**config.mk**
```make
export PLATFORM = sky130hd
export DESIGN_NAME = host_motion_top
export DESIGN_NICKNAME = d
export VERILOG_FILES = /design/src/logic/motion_pkg.sv /design/src/logic/game_geom_pkg.sv /design/src/logic/host_motion_top.sv /design/src/logic/host_move_ctrl.sv /design/src/logic/platform_collide.sv /design/src/logic/motion_cfg_regs.sv
export SDC_FILE = /design/constraint.sdc
export NUM_CORES = 1
export LEC_CHECK = 0
export ABC_CLOCK_PERIOD_IN_PS = 10700
export BUFFER_PORTS_ARGS = -buffer_cell sky130_fd_sc_hd__buf_2
export CAP_MARGIN = 20
export CELL_PAD_IN_SITES_DETAIL_PLACEMENT = 1
export CELL_PAD_IN_SITES_GLOBAL_PLACEMENT = 2
export CORE_ASPECT_RATIO = 1.4
export CORE_UTILIZATION = 41
export DETAILED_ROUTE_END_ITERATION = 8
export PLACE_DENSITY = 0.93
export SETUP_SLACK_MARGIN = 0.05
export SLEW_MARGIN = 20
export SYNTH_ARGS = -nofsm -noshare
export SYNTH_HDL_FRONTEND = slang
export SYNTH_SLANG_ARGS = --single-unit
```
**constraint.sdc**
```tcl
create_clock -name clk -period 10.7 [get_ports clk]
set_input_delay 2.14 -clock clk [delete_from_list [all_inputs] [get_ports clk]]
set_output_delay 2.14 -clock clk [all_outputs]
set_load 0.01 [all_outputs]
```
**src/logic/motion_pkg.sv**
```systemverilog
// periods are in clk cycles per pixel minus one; hardware defaults assume a 100 MHz clock
package motion_pkg;

    typedef enum logic [1:0] {
        IDLE    = 2'b00,
        MOVING  = 2'b01,
        JUMPING = 2'b11,
        FALLING = 2'b10
    } move_state_t;

    typedef logic [19:0] period_t;

    // {facing right, airborne, idle, frame[3:0]}
    typedef logic [6:0] sprite_ctrl_t;

    typedef logic [2:0] cfg_addr_t;

    localparam cfg_addr_t CFG_WALK   = 3'd0;
    localparam cfg_addr_t CFG_AIR    = 3'd1;
    localparam cfg_addr_t CFG_JUMP   = 3'd2;
    localparam cfg_addr_t CFG_FALL   = 3'd3;
    localparam cfg_addr_t CFG_GRAV   = 3'd4;
    localparam cfg_addr_t CFG_JUMP_H = 3'd5;   // only low 10 bits kept

    localparam period_t DEF_WALK   = 20'd425_000;
    localparam period_t DEF_AIR    = 20'd600_000;
    localparam period_t DEF_JUMP   = 20'd200_000;
    localparam period_t DEF_FALL   = 20'd800_000;
    localparam period_t DEF_GRAV   = 20'd20_000;
    localparam period_t DEF_JUMP_H = 20'd200;

    // bounds for the gravity ramps
    localparam period_t FALL_MIN_PERIOD = 20'd150_000;
    localparam period_t JUMP_MAX_PERIOD = 20'd800_000;

    localparam sprite_ctrl_t SPRITE_RESET = 7'b101_0000;   // facing right, idle, frame 0

endpackage

```
**src/logic/game_geom_pkg.sv**
```systemverilog
// screen coordinates are top-left based, 10 bits per axis; platforms stay clear of the spawn column
package game_geom_pkg;

    typedef logic [9:0] coord_t;   // one screen axis, x or y

    localparam int SCREEN_W = 1024;
    localparam int SCREEN_H = 768;

    localparam int HOST_W = 48;
    localparam int HOST_H = 64;

    localparam int FLOOR_Y = SCREEN_H - 1;   // floor surface row

    // host rests when y + HOST_H hits a surface row
    localparam coord_t SPAWN_X = 10'd500;
    localparam coord_t SPAWN_Y = coord_t'(FLOOR_Y - HOST_H);

    localparam int NUM_PLATFORMS = 5;

    // entry 0 is the lowest platform
    localparam coord_t PLAT_X0 [NUM_PLATFORMS] = '{
        10'd100, 10'd640, 10'd240, 10'd700, 10'd60
    };

    localparam coord_t PLAT_X1 [NUM_PLATFORMS] = '{
        10'd299, 10'd879, 10'd459, 10'd899, 10'd219
    };

    // top row, the landing surface
    localparam coord_t PLAT_Y [NUM_PLATFORMS] = '{
        10'd620, 10'd560, 10'd470, 10'd400, 10'd320
    };

endpackage
```
**src/logic/host_motion_top.sv**
```systemverilog
// configuration writes are plain strobes with no handshake; over is a level from the game logic
`timescale 1ns/1ns

module host_motion_top (
    input  logic                     clk,
    input  logic                     rst,
    input  logic                     restart,
    input  logic [1:0]               over,
    input  logic                     left,
    input  logic                     right,
    input  logic                     jump,
    input  logic                     cfg_we,
    input  motion_pkg::cfg_addr_t    cfg_addr,
    input  motion_pkg::period_t      cfg_wdata,
    output game_geom_pkg::coord_t    host_x,
    output game_geom_pkg::coord_t    host_y,
    output motion_pkg::sprite_ctrl_t sprite_ctrl
);

    motion_pkg::period_t   walk_period, air_period, jump_period, fall_period, grav_step;
    game_geom_pkg::coord_t jump_height;
    game_geom_pkg::coord_t cand_x, cand_y;
    logic                  on_ground, head_hit;

    motion_cfg_regs u_cfg (
        .clk(clk), .rst(rst), .we(cfg_we), .addr(cfg_addr), .wdata(cfg_wdata),
        .walk_period(walk_period), .air_period(air_period), .jump_period(jump_period),
        .fall_period(fall_period), .grav_step(grav_step), .jump_height(jump_height)
    );

    platform_collide u_collide (
        .cand_x(cand_x), .cand_y(cand_y), .on_ground(on_ground), .head_hit(head_hit)
    );

    host_move_ctrl u_ctrl (
        .clk(clk), .rst(rst), .restart(restart), .over(over),
        .left(left), .right(right), .jump(jump),
        .walk_period(walk_period), .air_period(air_period), .jump_period(jump_period),
        .fall_period(fall_period), .grav_step(grav_step), .jump_height(jump_height),
        .on_ground(on_ground), .head_hit(head_hit),
        .cand_x(cand_x), .cand_y(cand_y),
        .host_x(host_x), .host_y(host_y), .sprite_ctrl(sprite_ctrl)
    );

endmodule

```
**src/logic/host_move_ctrl.sv**
```systemverilog
// one pixel per period+1 cycles per axis; only restart and over in IDLE send the host to spawn
`timescale 1ns/1ns

module host_move_ctrl (
    input  logic                       clk,
    input  logic                       rst,
    input  logic                       restart,
    input  logic [1:0]                 over,
    input  logic                       left,
    input  logic                       right,
    input  logic                       jump,

    input  motion_pkg::period_t        walk_period,
    input  motion_pkg::period_t        air_period,
    input  motion_pkg::period_t        jump_period,
    input  motion_pkg::period_t        fall_period,
    input  motion_pkg::period_t        grav_step,
    input  game_geom_pkg::coord_t      jump_height,

    input  logic                       on_ground,
    input  logic                       head_hit,

    output game_geom_pkg::coord_t      cand_x,
    output game_geom_pkg::coord_t      cand_y,
    output game_geom_pkg::coord_t      host_x,
    output game_geom_pkg::coord_t      host_y,
    output motion_pkg::sprite_ctrl_t   sprite_ctrl
);

    localparam game_geom_pkg::coord_t X_MAX =
        game_geom_pkg::coord_t'(game_geom_pkg::SCREEN_W - game_geom_pkg::HOST_W);
    localparam logic [10:0] SLOW_ZONE = 11'd25;   // pixels below the apex where rise slows

    motion_pkg::move_state_t  state, state_nxt;
    game_geom_pkg::coord_t    x_nxt, y_nxt;
    game_geom_pkg::coord_t    jump_y0, jump_y0_nxt;   // row the jump took off from
    game_geom_pkg::coord_t    rise;
    motion_pkg::period_t      cnt_x, cnt_x_nxt;
    motion_pkg::period_t      cnt_y, cnt_y_nxt;
    motion_pkg::period_t      jump_per, jump_per_nxt;
    motion_pkg::period_t      fall_per, fall_per_nxt;
    motion_pkg::period_t      x_per;
    logic [2:0]               px_cnt, px_cnt_nxt;     // ground pixels since last frame step
    logic [2:0]               frame_nxt;
    logic                     face_nxt;
    logic                     go_left, go_right;
    logic                     airborne, x_moved;
    logic [20:0]              jump_sum, fall_floor;
    motion_pkg::sprite_ctrl_t sprite_nxt;

    // collision is always judged on the current position
    assign cand_x = host_x;
    assign cand_y = host_y;

    always_ff @(posedge clk) begin
        if (rst) begin
            state       <= motion_pkg::IDLE;
            host_x      <= game_geom_pkg::SPAWN_X;
            host_y      <= game_geom_pkg::SPAWN_Y;
            jump_y0     <= game_geom_pkg::SPAWN_Y;
            cnt_x       <= '0;
            cnt_y       <= '0;
            jump_per    <= '0;
            fall_per    <= '0;
            px_cnt      <= '0;
            sprite_ctrl <= motion_pkg::SPRITE_RESET;
        end else begin
            state       <= state_nxt;
            host_x      <= x_nxt;
            host_y      <= y_nxt;
            jump_y0     <= jump_y0_nxt;
            cnt_x       <= cnt_x_nxt;
            cnt_y       <= cnt_y_nxt;
            jump_per    <= jump_per_nxt;
            fall_per    <= fall_per_nxt;
            px_cnt      <= px_cnt_nxt;
            sprite_ctrl <= sprite_nxt;
        end
    end

    always_comb begin
        go_right   = right && !left;
        go_left    = left && !right;
        airborne   = (state == motion_pkg::JUMPING) || (state == motion_pkg::FALLING);
        x_per      = airborne ? air_period : walk_period;
        rise       = jump_y0 - host_y;
        jump_sum   = {1'b0, jump_per} + {1'b0, grav_step};
        fall_floor = {1'b0, motion_pkg::FALL_MIN_PERIOD} + {1'b0, grav_step};

        state_nxt    = state;
        x_nxt        = host_x;
        y_nxt        = host_y;
        jump_y0_nxt  = jump_y0;
        cnt_x_nxt    = '0;   // idles at zero with no single direction held
        cnt_y_nxt    = cnt_y;
        jump_per_nxt = jump_per;
        fall_per_nxt = fall_per;
        px_cnt_nxt   = px_cnt;
        x_moved      = 1'b0;
        face_nxt     = sprite_ctrl[6];
        frame_nxt    = sprite_ctrl[2:0];

        // horizontal walk, same in every state apart from the period
        if (go_right || go_left) begin
            face_nxt = go_right;
            if (cnt_x >= x_per) begin
                if (go_right && host_x < X_MAX) begin
                    x_nxt   = host_x + 10'd1;
                    x_moved = 1'b1;
                end else if (go_left && host_x != '0) begin
                    x_nxt   = host_x - 10'd1;
                    x_moved = 1'b1;
                end
            end else begin
                cnt_x_nxt = cnt_x + 20'd1;
            end
        end

        if (x_moved) begin
            if (airborne) begin
                frame_nxt = sprite_ctrl[2:0] + 3'd1;   // every pixel in the air
            end else begin
                px_cnt_nxt = px_cnt + 3'd1;
                if (px_cnt == 3'd7) begin
                    frame_nxt = sprite_ctrl[2:0] + 3'd1;
                end
            end
        end

        case (state)
            motion_pkg::IDLE, motion_pkg::MOVING: begin
                jump_y0_nxt  = host_y;
                cnt_y_nxt    = '0;
                jump_per_nxt = jump_period;
                fall_per_nxt = fall_period;
                if (state == motion_pkg::MOVING && !on_ground) begin
                    state_nxt = motion_pkg::FALLING;   // walked off an edge
                end else if (jump) begin
                    state_nxt = motion_pkg::JUMPING;
                end else if (go_right || go_left) begin
                    state_nxt = motion_pkg::MOVING;
                end else begin
                    state_nxt = motion_pkg::IDLE;
                end
            end

            motion_pkg::JUMPING: begin
                fall_per_nxt = fall_period;
                if (rise > jump_height || head_hit || host_y == '0) begin
                    state_nxt = motion_pkg::FALLING;
                    cnt_y_nxt = '0;
                end else if (cnt_y >= jump_per) begin
                    y_nxt     = host_y - 10'd1;
                    cnt_y_nxt = '0;
                    // slow down near the apex
                    if ({1'b0, rise} + SLOW_ZONE >= {1'b0, jump_height}) begin
                        if (jump_sum < {1'b0, motion_pkg::JUMP_MAX_PERIOD}) begin
                            jump_per_nxt = jump_sum[19:0];
                        end else if (jump_per < motion_pkg::JUMP_MAX_PERIOD) begin
                            jump_per_nxt = motion_pkg::JUMP_MAX_PERIOD;
                        end
                    end
                end else begin
                    cnt_y_nxt = cnt_y + 20'd1;
                end
            end

            motion_pkg::FALLING: begin
                jump_per_nxt = jump_period;
                if (on_ground) begin
                    state_nxt = motion_pkg::IDLE;
                    cnt_y_nxt = '0;
                end else if (cnt_y >= fall_per) begin
                    y_nxt     = host_y + 10'd1;
                    cnt_y_nxt = '0;
                    if ({1'b0, fall_per} > fall_floor) begin
                        fall_per_nxt = fall_per - grav_step;   // speeds up each pixel
                    end else if (fall_per > motion_pkg::FALL_MIN_PERIOD) begin
                        fall_per_nxt = motion_pkg::FALL_MIN_PERIOD;
                    end
                end else begin
                    cnt_y_nxt = cnt_y + 20'd1;
                end
            end

            default: begin
                state_nxt = motion_pkg::IDLE;
            end
        endcase

        sprite_nxt = {face_nxt,
                      (state_nxt == motion_pkg::JUMPING) || (state_nxt == motion_pkg::FALLING),
                      state_nxt == motion_pkg::IDLE,
                      1'b0,
                      frame_nxt};

        // restart and game over only act on a host at rest
        if (state == motion_pkg::IDLE && (restart || over != 2'b00)) begin
            state_nxt  = motion_pkg::IDLE;
            x_nxt      = game_geom_pkg::SPAWN_X;
            y_nxt      = game_geom_pkg::SPAWN_Y;
            cnt_x_nxt  = '0;
            px_cnt_nxt = '0;
            sprite_nxt = motion_pkg::SPRITE_RESET;
        end
    end

endmodule

```
**src/logic/platform_collide.sv**
```systemverilog
// combinational only; platforms are one row thick for landing and solid when hit from below
`timescale 1ns/1ns

module platform_collide (
    input  game_geom_pkg::coord_t cand_x,
    input  game_geom_pkg::coord_t cand_y,
    output logic                  on_ground,
    output logic                  head_hit
);

    localparam int N = game_geom_pkg::NUM_PLATFORMS;

    // one extra bit so the box edges never wrap
    logic [10:0] box_left;
    logic [10:0] box_right;
    logic [10:0] box_top;
    logic [10:0] box_foot;

    logic [N-1:0] x_overlap;
    logic [N-1:0] land;
    logic [N-1:0] bump;
    logic         on_floor;

    assign box_left  = {1'b0, cand_x};
    assign box_right = box_left + 11'(game_geom_pkg::HOST_W - 1);
    assign box_top   = {1'b0, cand_y};
    assign box_foot  = box_top + 11'(game_geom_pkg::HOST_H);   // row just under the feet

    assign on_floor = (box_foot == 11'(game_geom_pkg::FLOOR_Y));

    always_comb begin
        for (int i = 0; i < N; i++) begin
            // any shared column counts
            x_overlap[i] = (box_left <= {1'b0, game_geom_pkg::PLAT_X1[i]}) &&
                           (box_right >= {1'b0, game_geom_pkg::PLAT_X0[i]});

            land[i] = x_overlap[i] && (box_foot == {1'b0, game_geom_pkg::PLAT_Y[i]});

            // head one row under the platform
            bump[i] = x_overlap[i] &&
                      (box_top == {1'b0, game_geom_pkg::PLAT_Y[i]} + 11'd1);
        end
    end

    assign on_ground = on_floor || (|land);
    assign head_hit  = |bump;

endmodule

```
**src/logic/motion_cfg_regs.sv**
```systemverilog
// writes land on the edge with we high and are visible next cycle; unused addresses are dropped
`timescale 1ns/1ns

module motion_cfg_regs (
    input  logic                  clk,
    input  logic                  rst,
    input  logic                  we,
    input  motion_pkg::cfg_addr_t addr,
    input  motion_pkg::period_t   wdata,

    output motion_pkg::period_t   walk_period,
    output motion_pkg::period_t   air_period,
    output motion_pkg::period_t   jump_period,
    output motion_pkg::period_t   fall_period,
    output motion_pkg::period_t   grav_step,
    output game_geom_pkg::coord_t jump_height
);

    always_ff @(posedge clk) begin
        if (rst) begin
            walk_period <= motion_pkg::DEF_WALK;
            air_period  <= motion_pkg::DEF_AIR;
            jump_period <= motion_pkg::DEF_JUMP;
            fall_period <= motion_pkg::DEF_FALL;
            grav_step   <= motion_pkg::DEF_GRAV;
            jump_height <= game_geom_pkg::coord_t'(motion_pkg::DEF_JUMP_H);
        end else if (we) begin
            case (addr)
                motion_pkg::CFG_WALK: begin
                    walk_period <= wdata;
                end
                motion_pkg::CFG_AIR: begin
                    air_period <= wdata;
                end
                motion_pkg::CFG_JUMP: begin
                    jump_period <= wdata;   // start of every rise
                end
                motion_pkg::CFG_FALL: begin
                    fall_period <= wdata;   // start of every fall
                end
                motion_pkg::CFG_GRAV: begin
                    grav_step <= wdata;
                end
                motion_pkg::CFG_JUMP_H: begin
                    jump_height <= wdata[9:0];
                end
                default: begin
                    // addresses 6 and 7 have no register
                end
            endcase
        end
    end

endmodule

```
==> results of run 1 <==
==> cell usage in the layout (no fill, tap or decap), types with 7 or more instances in the layout <==
cell type	instances
nand2_1	305
dfxtp_1	230
ha_1	170
a21oi_1	153
inv_1	124
nor2_1	116
nand3_1	89
o21ai_0	65
xnor2_1	65
buf_2	56
xor2_1	46
a21o_1	43
o211ai_1	36
nor3_1	36
and3_1	30
nand4_1	28
a211oi_1	28
mux2i_1	27
clkbuf_16	27
o31ai_1	21
nor2b_1	17
o21a_1	16
a31oi_1	16
buf_4	16
or3_1	14
a211o_1	14
a211oi_2	12
o21ai_1	10
nand2b_1	10
and2_1	9
o21bai_1	9
or2_2	8
nor4_1	8
a22oi_1	8
a21boi_0	7
a21oi_2	7
==> worst max-delay path: stages, from the launching register on <==
cell and delay (ns):
dfxtp_1 0.62, ha_1 0.29, fa_1 0.22, nor2b_1 0.07, o31a_1 0.28, o31ai_2 0.26, a21boi_0 0.17, or3_1 0.36
and2_1 0.21, ha_1 0.30, nand4_1 0.14, a211oi_1 0.06, a2111oi_0 0.39, o21ai_0 0.23, a2111oi_2 0.37, o211ai_1 0.31
a311o_4 0.45, a211oi_4 0.59, nor2_2 0.17, a211oi_2 0.26
==> state kept, by name, summed over array words and instances, names as in the netlist, 3 cells and up <==
signal	flops
u_ctrl.cnt_y	20
u_cfg.fall_period	20
u_cfg.air_period	20
u_ctrl.cand_y	10
u_ctrl.cand_x	10
u_ctrl.jump_per	20
u_cfg.jump_height	10
u_ctrl.jump_y0	10
u_ctrl.sprite_ctrl	6
u_cfg.jump_period	20
u_ctrl.fall_per	20
u_cfg.grav_step	20
u_ctrl.px_cnt	3
u_cfg.walk_period	20
u_ctrl.cnt_x	20
==> area by class of cell <==
type,instances,area [um2],area share (%)
clock buffers,37,763,4.41
multi-input cells,1522,10300,59.7
flip-flops and latches,231,4630,26.7
clock inverters,10,136,0.787
repair buffers,72,400,2.31
well taps,473,592,3.42
inverters,125,469,2.71
==> where the power goes <==
group	internal, mW	switching, mW	leakage (nW)
Combinational	0.120	0.211	4.69
Sequential	0.880	0.0206	1.88
Clock	0.569	0.392	0.445
Total	1.57	0.623	7.01
==> worst paths after layout <==
path,slack (ns),end,cells after the start,from
worst min register to register,0.46,u_cfg.air_period[4],2,u_cfg.air_period[4]
worst min-delay path,0.46,u_cfg.air_period[4],2,u_cfg.air_period[4]
worst max register to register,4.82,u_ctrl.jump_per[17],19,u_ctrl.cand_y[0]
worst max-delay path,4.82,u_ctrl.jump_per[17],19,u_ctrl.cand_y[0]
==> metal layers <==
layer	global-route usage [%]	share of wire, %
met5	0	0
met4	17.0	6.5
met1	30.4	39
met3	2.34	3.0
met2	51.5	52
==> cell families (layout without fill, tap and decap cells) <==
group	Yosys count	after routing	share of synthesized area (%)
AOI/OAI and AO/OA	510	510	22.6
xor gates and xnor gates	111	111	6.13
adders and majority gates	175	175	14.1
buffers and inverters	218	244	5.65
DFF	231	231	29.2
muxes	29	29	1.92
other	1	1	0.0237
and+or+nand+nor	696	696	20.4
==> impl_metrics.csv, run 1 <==
group,metric,value,unit
synth,syn-num-nets,2178,
synth,synth_top_area_share,29.2,%
run,drv_cap,0,
floorplanning,rows,84,
synth,synth_common_cells,"305 x nand2_1, 231 x dfxtp_1, 170 x ha_1",
timing,setup_slack,4.82,ns
detailed_routing,wl_per_cell,22.1,um
timing,fin_crit,5.88,ns
floorplanning,die_area,0.0395,mm2
timing,fmax,0.170,GHz
timing,finalHoldViolations,0,
worst_setup_path,cp-start-kind,"register",
synth,synth.most_common_cell,"nand2_1",
floorplanning,coreArea,0.0378,mm2
synth,synthArstFlopShare,0,%
placement,place_area,0.0164,mm2
worst_setup_path,crit_type,"reg -> reg",
timing,fin_setup_tns,0,ns
clock_tree,cts_htree_levels,1,
placement,place_congestion,0.966,
floorplanning,die_h,235,um
synth,synth_cells,1971,
detailed_routing,routed_via_density,5.93,
clock_tree,clkTransAtPathRegs,0.06,ns
clock_tree,root_buffer,"clkbuf_16",
timing,rsz0062_at_grt,"no",
status,status,"finished, final reports clean",
finish,stdcell_count,2470,
pwr,powerDensity,127,mW/mm2
finish,area_growth,9.29,%
min_path,worstHoldPathType,"reg -> reg",
placement,port_buffers,57,
global_routing,overflow,0,
placement,dp_hpwl,41.0,mm
timing,period_share,54.9,%
global_routing,grt_max_degree,60,
synth,synth_seq_cells,231,
floorplanning,io_pins,59,
global_routing,track_usage,27.8,%
detailed_routing,ant_nets,0,
synth,yosys.area.top_type,"dfxtp_1",
timing,holdWs,0.457,ns
worst_setup_path,critPathMaxFanout,16,
timing,setup_viol,0,
worst_setup_path,end_kind,"register",
clock_tree,clock_latency,0.56,ns
detailed_routing,drc,0,
pwr,power,2.19,mW
clock_tree,clockBufferDepth,3,
placement,place_ws,4.95,ns
timing,slew_violations,0,
timing,max-slew-margin-rel,21.8,%
global_routing,antenna_found_initial,0,
global_routing,grt_pass1_vias,15400,
synth,ys_seq_area_share,29.2,%
placement,dp_cells,2423,
finish,nNetsFinal,2185,
detailed_routing,finalWirelength,54.5,mm
detailed_routing,drtIter0Drc,742,
clock_tree,post-cts-setup-buffers,0,
detailed_routing,first_pass_iters,5,
synth,syn-cell-area,0.0159,mm2
synth,ys_warn_count,0,
finish,fin_util,45.8,%
synth,ys_top_cells_by_area,"dfxtp_1 29%, ha_1 13%, nand2_1 7.2%, a21oi_1 4.8%, xnor2_1 3.6%",
synth,synth_edf_count,0,
finish,fillers,4586,
clock_tree,ctsHoldBuffers,0,
detailed_routing,via_count,14600,
synth,syn_avg_cell_area,8.04,um2
pwr,ir_drop,0.131,mV
timing,finClkSkew,0.0129,ns
finish,fin_area,0.0173,mm2
clock_tree,cts_made_buffers,26,
floorplanning,die_w,168,um
clock_tree,cts_resized,0,
timing,tightest_slew,1.17,ns
finish,diodes,0,
worst_setup_path,crit_arrival,6.35,ns
global_routing,grt_pass1_wl,85.8,mm
floorplanning,start_util,41.9,%
pwr,p_leak,7.01,nW
worst_setup_path,worstPathRequired,11.17,ns
finish,drive_gt1_share,9.11,%
clock_tree,tritoncts,"yes",
synth,ys_types,96,
synth,synth-main-ff-cell,"dfxtp_1",
clock_tree,clock_sinks,231,
Power figures use the tool's default switching activity.
==> inputs of run 2 (changes only) <==
- ABC_CLOCK_PERIOD_IN_PS: 10700 -> 5500
- CORE_UTILIZATION: 41 -> 38
- PLACE_DENSITY: 0.93 -> 0.87
- clock period: 10.7 -> 5.5 ns (I/O delays scaled with it)
==> run 2 against run 1 <==
  * Sequential share of layout area down 0.31 points
  * Global-route usage down 1.5 points
  * Critical endpoint is now u_ctrl.jump_per[3]
  * Worst hold slack about the same
  * Core utilization down 3.2 points
  * Die area up 7.8%
  * Count of clock-buffer cells in the layout unchanged
  * Worst setup slack worse by 4.4 ns
  * Highest routed layer unchanged
  * Wire length up 1.6%
  * Combinational power up 98%
  * Clock power up 94%
  * Sequential cell count unchanged
  * Largest cell class unchanged
==> impl_metrics.csv, run 2 (synthesis gave the netlist of run 1 again) <==
group,metric,value,unit
worst_setup_path,critPathMaxFanout,10,
worst_setup_path,cp.depth,21,
placement,port_buffers,57,
worst_setup_path,worstPathCellList,"inv_1 -> ha_1 -> nor2b_1 -> o31a_1 -> o31ai_2 -> a21boi_0 -> or3_1 -> and2_1 -> ha_1 -> nand4_1 -> a211oi_1 -> a2111oi_1 -> o21ai_1 -> a2111oi_2 -> o211ai_1 -> a311o_4 -> a211oi_4 -> buf_12 -> buf_4 -> o31ai_1 -> a21oi_1",
placement,place_area,0.0166,mm2
clock_tree,cts_htree_levels,1,
finish,final_common_cell,"nand2_1",
timing,fin_crit,5.12,ns
floorplanning,start_util,38.5,%
timing,fmax,0.195,GHz
timing,slew_violations,0,
detailed_routing,drtIter0Drc,773,
finish,nNetsFinal,2201,
clock_tree,clock_sinks,231,
clock_tree,tritoncts,"yes",
min_path,holdPathStages,2,
finish,layout_common_cells,"305 x nand2_1, 230 x dfxtp_1, 170 x ha_1",
placement,place_congestion,0.939,
detailed_routing,finalWirelength,55.4,mm
global_routing,grt_max_degree,71,
worst_setup_path,r2r_end,"u_ctrl.jump_per[3]",
worst_setup_path,rr_worst_depth,21,
floorplanning,die_area,0.0425,mm2
finish,stdcell_count,2556,
floorplanning,die_h,244,um
clock_tree,clkTransAtPathRegs,0.07,ns
worst_setup_path,cp_top_family,"compound AO/OA/AOI/OAI gates",
worst_setup_path,crit_type,"reg -> reg",
detailed_routing,wl_per_cell,21.7,um
timing,holdWs,0.457,ns
min_path,min-delay-start,"u_cfg.air_period[11]",
clock_tree,cts_made_buffers,27,
finish,drive_gt1_share,9.83,%
worst_setup_path,reg2reg_from,"u_ctrl.cand_y[2]",
timing,finalHoldViolations,0,
global_routing,track_usage,26.3,%
pwr,ir_drop,0.202,mV
min_path,whs_endpoint,"u_cfg.air_period[11]",
status,status,"finished, final reports clean",
global_routing,grt_pass1_vias,15700,
detailed_routing,first_pass_iters,5,
floorplanning,coreArea,0.0412,mm2
finish,fin_area,0.0175,mm2
floorplanning,io_pins,59,
clock_tree,root_buffer,"clkbuf_16",
clock_tree,clock_latency,0.57,ns
worst_setup_path,cp_slowest_cell,"a311o_4",
global_routing,overflow,0,
timing,period_share,93.0,%
worst_setup_path,cpMostUsedCell,"ha_1",
worst_setup_path,worst_path_largest_cell_delay,0.42,ns
detailed_routing,drc,0,
global_routing,grt_pass1_wl,87.5,mm
placement,dp_hpwl,42.1,mm
timing,rsz0062_at_grt,"no",
floorplanning,die_w,175,um
pwr,p_leak,7.07,nW
min_path,worstHoldPathType,"reg -> reg",
floorplanning,rows,88,
timing,max-slew-margin-rel,27.3,%
detailed_routing,ant_nets,0,
clock_tree,clockBufferDepth,3,
global_routing,antenna_found_initial,2,
worst_setup_path,worstPathRequired,6.00,ns
timing,fin_setup_tns,0,ns
worst_setup_path,end_kind,"register",
detailed_routing,routed_via_density,5.76,
worst_setup_path,reg2reg_setup_slack,0.38,ns
pwr,powerDensity,244,mW/mm2
timing,finClkSkew,0.0267,ns
worst_setup_path,cp-start-kind,"register",
timing,setup_viol,0,
placement,dp_cells,2503,
detailed_routing,via_count,14700,
worst_setup_path,crit_arrival,5.61,ns
finish,area_growth,10.6,%
clock_tree,ctsHoldBuffers,0,
worst_setup_path,cp_num_buf_inv,3,
run,drv_cap,0,
timing,tightest_slew,1.06,ns
[run 2: cell types whose count changed in the layout (fill, tap and decap cells not counted), sizes merged]
cell,delta
clkinv,-1
inv,+1
diode,+2
bufinv,-1
buf,+15
clkinvlp,+3
[run 2: through the flow]
| step | power [mW] | util (%) | worst slack [ns] |
|---|---|---|---|
| CTS | 4.29 | 42.5 | 0.216 |
| global placement | 2.40 | 40.3 | 0.418 |
| detailed placement | 2.43 | 40.3 | 0.254 |
| finish | 4.27 | 42.6 | 0.385 |
| global route | 4.44 | 42.6 | 0.0501 |
| floorplan | 2.22 | - | 0.863 |
[run 2: worst max path at each step]
stage                     startpoint                  end  slack (ns)
floorplan           u_ctrl.cand_y[2]  u_ctrl.jump_per[19]        0.86
global placement    u_ctrl.cand_y[2]   u_ctrl.jump_per[6]        0.42
detailed placement  u_ctrl.cand_y[2]   u_ctrl.jump_per[6]        0.25
CTS                 u_ctrl.cand_y[2]   u_ctrl.jump_per[3]        0.22
global route        u_ctrl.cand_y[2]   u_ctrl.jump_per[3]        0.05
finish              u_ctrl.cand_y[2]   u_ctrl.jump_per[3]        0.38
[run 2: per-layer routing]
metal | global-route usage (%) | up-vias | share of wire (%)
li1 | - | 7046 | -
met1 | 28.2 | 7228 | 39
met4 | 19.4 | 0 | 7.8
met3 | 2.36 | 172 | 2.6
met2 | 47.7 | 278 | 51
met5 | 0 | - | 0
[run 2: worst reg2reg max path, cell delays in order (launching register included)]
cell and delay [ns]:
dfxtp_1 0.33, inv_1 0.09, ha_1 0.36, nor2b_1 0.17, o31a_1 0.29, o31ai_2 0.27, a21boi_0 0.17, or3_1 0.34
and2_1 0.21, ha_1 0.30, nand4_1 0.14, a211oi_1 0.06, a2111oi_1 0.36, o21ai_1 0.18, a2111oi_2 0.32, o211ai_1 0.22
a311o_4 0.42, a211oi_4 0.29, buf_12 0.17, buf_4 0.14, o31ai_1 0.07, a21oi_1 0.15
[run 2: layout make-up]
class | count | area [um2]
timing repair buffer | 87 | 526
inverter | 125 | 469
clock buffer | 37 | 763
sequential | 231 | 4630
antenna | 2 | 5.00
fill | 5030 | 23700
tap | 540 | 676
multi-input combinational | 1522 | 10300
clock inverter | 12 | 133
[run 2: power by group]
part | switching [mW] | internal [mW] | leakage (nW)
clock network | 0.792 | 1.07 | 0.432
logic | 0.408 | 0.248 | 4.76
registers | 0.0426 | 1.71 | 1.88
total | 1.24 | 3.03 | 7.07
[run 2: what timing repair did]
item	CTS	global route
endpoints found under the setup margin	0	20
hold endpoints to repair	0	0
buffers inserted	0	2
resized for setup	0	2
